**src/logic/execCore_params.svh**
```systemverilog
`ifndef EXECCORE_PARAMS_SVH
`define EXECCORE_PARAMS_SVH

// Datapath width
`define WORD_WIDTH 32

// Register 0 points here after reset or a stack clear
`define DATA_AREA_START 32'd8192

// Empty stack value for both stack pointers
`define STACK_TOP {`WORD_WIDTH{1'b1}}

// Storage slots, 16 architectural plus the privileged SP
`define REG_SLOTS 17

// Special register numbers, sized as storage slot indices
`define SP_ALIAS 5'd14
`define PC_INDEX 5'd15
`define LINK_INDEX 5'd13
`define SAVED_SP_INDEX 5'd5

// Only reachable through the SP alias in privileged mode
`define PRIV_SP_SLOT 5'd16

`endif
```
**src/logic/aluTypes.sv**
```systemverilog
package aluTypes;

    typedef enum logic [2:0] {
        aluAdd        = 3'd0,
        aluSub        = 3'd1,
        aluAnd        = 3'd2,
        aluOr         = 3'd3,
        aluXor        = 3'd4,
        aluShiftLeft  = 3'd5, // Amount from low 5 bits of B
        aluShiftRight = 3'd6, // Logical
        aluPassB      = 3'd7
    } aluOp;

    // Carry is only meaningful for add and sub
    typedef struct packed {
        logic zero;
        logic carry;
    } aluFlags;

endpackage

```
**src/logic/regTypes.sv**
```systemverilog
package regTypes;

    // Architectural register number as seen by an instruction
    typedef logic [3:0] regIndex;

    // Physical storage slot, one extra bit for the privileged SP
    typedef logic [4:0] slotIndex;

    // Bank control, one per instruction
    typedef enum logic [2:0] {
        opNop        = 3'd0,
        opWriteAlu   = 3'd1, // dest <- ALU result
        opClearStack = 3'd2, // SP and register 0 back to defaults
        opLoadMemory = 3'd3, // dest <- memData
        opEnterPriv  = 3'd4, // Save PC and user SP, set mode
        opExitPriv   = 3'd5, // Restore user SP, clear mode
        opPush       = 3'd6,
        opPop        = 3'd7
    } bankOp;

endpackage

```
**src/logic/operandBus.sv**
```systemverilog
`include "execCore_params.svh"

// Read stage register outputs, valid for one commit
interface operandBus;
    logic [`WORD_WIDTH-1:0] operandA;
    logic [`WORD_WIDTH-1:0] operandB;
    regTypes::regIndex      dest;
    regTypes::bankOp        control;
    aluTypes::aluOp         operation;
    logic                   branch;
    logic [`WORD_WIDTH-1:0] currentPc; // PC at issue
    logic [`WORD_WIDTH-1:0] currentSp; // Mode-selected SP at issue
    logic                   valid;

    modport bank (output operandA, operandB, dest, control, operation, branch,
                  currentPc, currentSp, valid);
    modport consumer (input operandA, operandB, dest, control, operation, branch,
                      currentPc, currentSp, valid);
endinterface

// Commit stage results back to the bank
interface resultBus;
    logic [`WORD_WIDTH-1:0] aluResult;
    aluTypes::aluFlags      flags;
    logic [`WORD_WIDTH-1:0] nextPc;
    logic [`WORD_WIDTH-1:0] nextSp;

    modport arith (output aluResult, flags);
    modport stack (output nextPc, nextSp);
    modport bank (input aluResult, flags, nextPc, nextSp);
endinterface

```
**src/logic/execCore.sv**
```systemverilog
`include "execCore_params.svh"

module execCore (
    input  logic                   fast_clock,
    input  logic                   reset,
    input  logic                   enable,
    input  regTypes::regIndex      sourceA,
    input  regTypes::regIndex      sourceB,
    input  regTypes::regIndex      dest,
    input  regTypes::bankOp        control,
    input  aluTypes::aluOp         operation,
    input  logic                   branch,
    input  logic [`WORD_WIDTH-1:0] memData,
    output logic [`WORD_WIDTH-1:0] currentPc,
    output logic [`WORD_WIDTH-1:0] currentSp,
    output logic [`WORD_WIDTH-1:0] memoryOutput,
    output logic                   privileged,
    output logic                   zeroFlag
);

    operandBus ops();
    resultBus  results();

    // Storage, read stage and commit
    regBank bankInst (
        .fast_clock   (fast_clock),
        .reset        (reset),
        .enable       (enable),
        .sourceA      (sourceA),
        .sourceB      (sourceB),
        .dest         (dest),
        .control      (control),
        .operation    (operation),
        .branch       (branch),
        .memData      (memData),
        .ops          (ops.bank),
        .results      (results.bank),
        .currentPc    (currentPc),
        .currentSp    (currentSp),
        .memoryOutput (memoryOutput),
        .privileged   (privileged),
        .zeroFlag     (zeroFlag)
    );

    arithUnit arithInst (
        .ops     (ops.consumer),
        .results (results.arith)
    );

    pcStackUnit stackInst (
        .ops     (ops.consumer),
        .results (results.stack)
    );

endmodule

```
**src/logic/regBank.sv**
```systemverilog
`include "execCore_params.svh"

module regBank (
    input  logic                   fast_clock,
    input  logic                   reset,
    input  logic                   enable,
    input  regTypes::regIndex      sourceA,
    input  regTypes::regIndex      sourceB,
    input  regTypes::regIndex      dest,
    input  regTypes::bankOp        control,
    input  aluTypes::aluOp         operation,
    input  logic                   branch,
    input  logic [`WORD_WIDTH-1:0] memData,
    operandBus.bank                ops,
    resultBus.bank                 results,
    output logic [`WORD_WIDTH-1:0] currentPc,
    output logic [`WORD_WIDTH-1:0] currentSp,
    output logic [`WORD_WIDTH-1:0] memoryOutput,
    output logic                   privileged,
    output logic                   zeroFlag
);

    logic [`WORD_WIDTH-1:0] bank [0:`REG_SLOTS-1];

    regTypes::slotIndex     spSlot;
    regTypes::slotIndex     slotA;
    regTypes::slotIndex     slotB;
    regTypes::slotIndex     slotOut;
    regTypes::slotIndex     commitSlot;
    logic [`WORD_WIDTH-1:0] readA;
    logic [`WORD_WIDTH-1:0] readB;
    logic                   destWritable;
    logic                   spUpdate;

    assign spSlot = privileged ? `PRIV_SP_SLOT : `SP_ALIAS;

    assign slotA   = {1'b0, sourceA};
    assign slotB   = {1'b0, sourceB};
    assign slotOut = {1'b0, dest};

    // Register 14 aliases the mode-selected SP
    assign readA        = (slotA == `SP_ALIAS) ? bank[spSlot] : bank[slotA];
    assign readB        = (slotB == `SP_ALIAS) ? bank[spSlot] : bank[slotB];
    assign memoryOutput = (slotOut == `SP_ALIAS) ? bank[spSlot] : bank[slotOut];
    assign currentSp    = bank[spSlot];
    assign currentPc    = bank[`PC_INDEX];

    always_ff @(posedge fast_clock) begin
        if (reset) begin
            ops.valid <= 1'b0;
        end else begin
            ops.valid <= enable;
        end
    end

    // Read stage, sees the bank before any commit on the same edge
    always_ff @(posedge fast_clock) begin
        ops.operandA  <= readA;
        ops.operandB  <= readB;
        ops.dest      <= dest;
        ops.control   <= control;
        ops.operation <= operation;
        ops.branch    <= branch;
        ops.currentPc <= currentPc;
        ops.currentSp <= currentSp;
    end

    assign commitSlot   = {1'b0, ops.dest};
    assign destWritable = (commitSlot != `SP_ALIAS) && (commitSlot != `PC_INDEX);
    assign spUpdate     = (ops.control == regTypes::opPush)
                       || (ops.control == regTypes::opPop)
                       || (ops.control == regTypes::opClearStack);

    // Commit stage
    always_ff @(posedge fast_clock) begin
        if (reset) begin
            for (int i = 0; i < `REG_SLOTS; i++) begin
                bank[i] <= '0;
            end
            bank[0]             <= `DATA_AREA_START;
            bank[`SP_ALIAS]     <= `STACK_TOP;
            bank[`PRIV_SP_SLOT] <= `STACK_TOP;
            privileged          <= 1'b0;
            zeroFlag            <= 1'b0;
        end else if (ops.valid) begin
            bank[`PC_INDEX] <= ops.branch ? results.aluResult : results.nextPc;
            if (spUpdate) begin
                bank[spSlot] <= results.nextSp;
            end
            case (ops.control)
                regTypes::opWriteAlu: begin
                    if (destWritable) begin
                        bank[commitSlot] <= results.aluResult;
                    end
                    zeroFlag <= results.flags.zero; // Tracks the last ALU write
                end
                regTypes::opClearStack: begin
                    bank[0] <= `DATA_AREA_START;
                end
                regTypes::opLoadMemory: begin
                    if (destWritable) begin
                        bank[commitSlot] <= memData;
                    end
                end
                regTypes::opEnterPriv: begin
                    bank[`LINK_INDEX]     <= bank[`PC_INDEX]; // Return address
                    bank[`SAVED_SP_INDEX] <= bank[`SP_ALIAS]; // User SP
                    privileged            <= 1'b1;
                end
                regTypes::opExitPriv: begin
                    bank[`SP_ALIAS] <= bank[`SAVED_SP_INDEX];
                    privileged      <= 1'b0;
                end
                default: begin
                end
            endcase
        end
    end

endmodule

```
**src/logic/pcStackUnit.sv**
```systemverilog
`include "execCore_params.svh"

module pcStackUnit (
    operandBus.consumer ops,
    resultBus.stack     results
);

    localparam logic [`WORD_WIDTH-1:0] stepOne = 1;

    logic [`WORD_WIDTH-1:0] spDown;
    logic [`WORD_WIDTH-1:0] spUp;
    logic [`WORD_WIDTH-1:0] spNext;

    // Sequential successor, the bank picks the ALU result on a branch
    assign results.nextPc = ops.currentPc + stepOne;

    // Stack grows downward from STACK_TOP
    assign spDown = ops.currentSp - stepOne;
    assign spUp   = ops.currentSp + stepOne;

    always_comb begin
        case (ops.control)
            regTypes::opPush: begin
                spNext = spDown;
            end
            regTypes::opPop: begin
                spNext = spUp;
            end
            regTypes::opClearStack: begin
                spNext = `STACK_TOP;
            end
            default: begin
                spNext = ops.currentSp; // Hold
            end
        endcase
    end

    assign results.nextSp = spNext;

endmodule

```
**src/logic/arithUnit.sv**
```systemverilog
`include "execCore_params.svh"

module arithUnit (
    operandBus.consumer ops,
    resultBus.arith     results
);

    logic [`WORD_WIDTH:0]   sumWide;  // Carry in top bit
    logic [`WORD_WIDTH:0]   diffWide; // Top bit set means no borrow
    logic [4:0]             shiftAmount;
    logic [`WORD_WIDTH-1:0] result;
    logic                   carry;

    assign sumWide  = {1'b0, ops.operandA} + {1'b0, ops.operandB};
    assign diffWide = {1'b0, ops.operandA} + {1'b0, ~ops.operandB} + {{`WORD_WIDTH{1'b0}}, 1'b1};
    assign shiftAmount = ops.operandB[4:0];

    always_comb begin
        carry = 1'b0;
        case (ops.operation)
            aluTypes::aluAdd: begin
                result = sumWide[`WORD_WIDTH-1:0];
                carry  = sumWide[`WORD_WIDTH];
            end
            aluTypes::aluSub: begin
                result = diffWide[`WORD_WIDTH-1:0];
                carry  = diffWide[`WORD_WIDTH];
            end
            aluTypes::aluAnd: begin
                result = ops.operandA & ops.operandB;
            end
            aluTypes::aluOr: begin
                result = ops.operandA | ops.operandB;
            end
            aluTypes::aluXor: begin
                result = ops.operandA ^ ops.operandB;
            end
            aluTypes::aluShiftLeft: begin
                result = ops.operandA << shiftAmount;
            end
            aluTypes::aluShiftRight: begin
                result = ops.operandA >> shiftAmount;
            end
            aluTypes::aluPassB: begin
                result = ops.operandB; // Also the branch target path
            end
            default: begin
                result = '0;
            end
        endcase
    end

    assign results.aluResult   = result;
    assign results.flags.zero  = (result == '0);
    assign results.flags.carry = carry;

endmodule

```
**config.mk**
```make
export PLATFORM = sky130hd
export DESIGN_NAME = execCore
export DESIGN_NICKNAME = d
export VERILOG_FILES = /design/src/logic/aluTypes.sv /design/src/logic/regTypes.sv /design/src/logic/operandBus.sv /design/src/logic/execCore.sv /design/src/logic/regBank.sv /design/src/logic/pcStackUnit.sv /design/src/logic/arithUnit.sv
export VERILOG_INCLUDE_DIRS = /design/src /design/src/logic
export SDC_FILE = /design/constraint.sdc
export NUM_CORES = 2
export LEC_CHECK = 0
export BUFFER_PORTS_ARGS = -buffer_cell sky130_fd_sc_hd__buf_2
export CELL_PAD_IN_SITES_DETAIL_PLACEMENT = 0
export CELL_PAD_IN_SITES_GLOBAL_PLACEMENT = 1
export CORE_MARGIN = 3
export CORE_UTILIZATION = 25
export DETAILED_ROUTE_END_ITERATION = 12
export GPL_ROUTABILITY_DRIVEN = 0
export MAX_ROUTING_LAYER = met4
export PLACE_DENSITY = 0.56
export SLEW_MARGIN = 20
export SYNTH_ARGS = -nofsm -noshare
export SYNTH_HDL_FRONTEND = slang
export SYNTH_HIERARCHICAL = 1
export SYNTH_SLANG_ARGS = --single-unit
```
**constraint.sdc**
```tcl
create_clock -name fast_clock -period 9.9 [get_ports fast_clock]
set_clock_uncertainty 0.1 [all_clocks]
set_input_delay 1.485 -clock fast_clock [delete_from_list [all_inputs] [get_ports fast_clock]]
set_output_delay 1.485 -clock fast_clock [all_outputs]
set_load 0.05 [all_outputs]
```
==> impl_metrics.csv <==
group,metric,value,unit
cells_and_area,final_nets,4816,
global_route,overflow,0,
sta,setup_viol,0,
cells_and_area,syn2layout_area_growth,11.83,%
global_route,met1_usage,27.58,%
sta,tns,0,ps
cts,cts-hold-fix-buffers,0,
drt,drt_iter0_drc,4659,
placement,io_buffer_count,151,
cells_and_area,drive_gt1_share,22.46,%
setup_path,cp_cell_sequence,"inv_1, ha_1, a211oi_1, o211ai_1, nand3_1, a2111oi_1, o21ai_1, a221oi_1, xnor2_1, o211ai_1, or4b_2, or4_1, nor4b_2, mux2i_1, nor2_1",
placement,dp_hpwl,155.8,mm
setup_path,slowest_delay,990,ps
global_route,grt-busiest-layer,"met2",
setup_path,path_common_cell,"o211ai_1",
floorplanning,die_h,454.9,um
cts,h-tree-depth,3,
drt,drc,0,
cts,cts_root_buf,"clkbuf_16",
drt,vias,42057,
setup_path,required,10430,ps
floorplanning,dieWidth,454.9,um
sta,fin_crit_sh,68.79,%
floorplanning,ios,152,
setup_path,crit_arrival,7340,ps
min_path,hold_class,"flop to flop",
floorplanning,coreArea,200100,um^2
run,maxCapViolCount,0,
sta,final.min_clock_period,6810,ps
drt,via_per_inst,5.720,
global_route,antenna_found_initial,11,
synthesis,syn_inst,4709,
synthesis,syn_area,50370,um^2
global_route,grt_use_met3,3.208,%
sta,fmax,146.8,MHz
cts,clock_latency,710,ps
global_route,use_met2,34.94,%
cts,cts.sinks,686,
cells_and_area,fill_cells,20687,
sta,rsz0062_at_grt,"no",
global_route,grt_max_degree,99,
synthesis,yosysWarnings,6,
synthesis,syn-num-nets,4900,
setup_path,slowest_stage,"a2111oi_1",
sta,slew_headroom,26.10,%
cts,cts_setup_buffers,0,
pwr,p_leak,19.97,nW
pwr,power_density,170.3,nW/um^2
cts,clk_pin_slew,60,ps
setup_path,cp_max_fo,61,
sta,hold_violations,0,
global_route,grt_pass1_wl,317.8,mm
drt,first_pass_iters,6,
floorplanning,dieArea,206900,um^2
cts,numCtsBuffers,83,
setup_path,crit_type,"flop to flop",
sta,fin_ws,3090,ps
drt,ant_nets,0,
cts,cts_resized,0,
setup_path,endpoint_kind,"flop",
sta,final_max_slew_viol_count,0,
floorplanning,rows,164,
cts,cts_tree,"done",
drt,routedWlPerCell,30.93,um
synthesis,syn_avg_cell_area,10.70,um^2
setup_path,startpoint_type,"flop",
pwr,ir_drop,127.6,uV
drt,totalWireLength,227.4,mm
cts,clockBufferDepth,3,
placement,post-place-ws,3217,ps
floorplanning,initial_core_util,25.18,%
status,status,"finished clean",
sta,worst_pin_slew,1081,ps
global_route,grt_pass1_vias,40695,
setup_path,r2r_slack,3090,ps
global_route,grt.total_usage,21.92,%
[layout make-up]
type                            count  area (um^2)  area share (%)
Antenna cell                        3        7.507         0.01333
Clock buffer                      117         2369           4.205
Clock inverter                     36        521.8          0.9262
Inverter                          184        690.7           1.226
Multi-Input combinational cell   3400        28450           50.51
Sequential cell                   686        19200           34.08
Tap cell                         2656         3323           5.899
Timing Repair Buffer              270         1767           3.136
[path summary, 6_finish.rpt]
check	depth (start not counted)	start	to
worst max register to register	15	bankInst/ops.operandB[1]	bankInst/zeroFlag
worst min register to register	0	bankInst/bank[15][31]	bankInst/ops.currentPc[31]
worst max-delay path	15	bankInst/ops.operandB[1]	bankInst/zeroFlag
worst min-delay path	0	bankInst/bank[15][31]	bankInst/ops.currentPc[31]
[per-layer routing]
| layer | part of all wire, % | wire length (um) |
|---|---|---|
| met5 | 0 | 0 |
| met4 | 5.0 | 11380 |
| met3 | 7.7 | 17590 |
| met1 | 40 | 91460 |
| met2 | 47 | 107000 |
[flip-flops by register name (all words and copies together) (netlist names)]
| register | cells |
|---|---|
| bankInst/ops.currentPc | 32 |
| bankInst/ops.operandB | 32 |
| bankInst/ops.operandA | 32 |
| bankInst/zeroFlag | 1 |
| bankInst/bank | 544 |
| bankInst/ops.currentSp | 32 |
| bankInst/ops.branch | 1 |
| bankInst/ops.operation | 3 |
| bankInst/privileged | 1 |
| bankInst/ops.control | 3 |
| bankInst/ops.dest | 4 |
| bankInst/ops.valid | 1 |
[critical path, delay by kind of cell (launching register included)]
family	cells	cell delay, ps
and+or+nand+nor	5	1910
xor gates and xnor gates	1	170
adders and majority gates	1	500
AOI/OAI and AO/OA	6	2410
muxes	1	120
buffers and inverters	1	560
DFF	1	940
[through the flow]
step,cell area [um^2],util (%),total power [mW],hold WS [ps],std cells
after global placement,53430,26.71,6.270,393.6,7196
final,56330,28.16,9.591,432.4,7352
after detailed placement,53440,26.71,6.258,392.3,7196
after global routing,56330,28.15,9.893,440.6,7349
after floorplan,50370,-,5.268,480.9,4709
after CTS,56330,28.15,9.576,413.1,7349
[placed cells by master, fill, tap and decap left out, types with 142 or more instances in the layout]
cell type / count
nor2_1: 665
edfxtp_1: 544
mux4_2: 334
nand2_1: 221
o21ai_0: 189
mux2i_1: 185
inv_1: 179
mux2_2: 172
a21oi_1: 145
buf_2: 142
[where the power goes]
group          internal, mW  leakage (nW)  switching, mW  total (mW)
logic                 0.955          11.8           1.81        2.76
registers              3.27          6.78          0.240        3.51
clock network          1.97          1.40           1.35        3.32
Power figures use the tool's default switching activity.
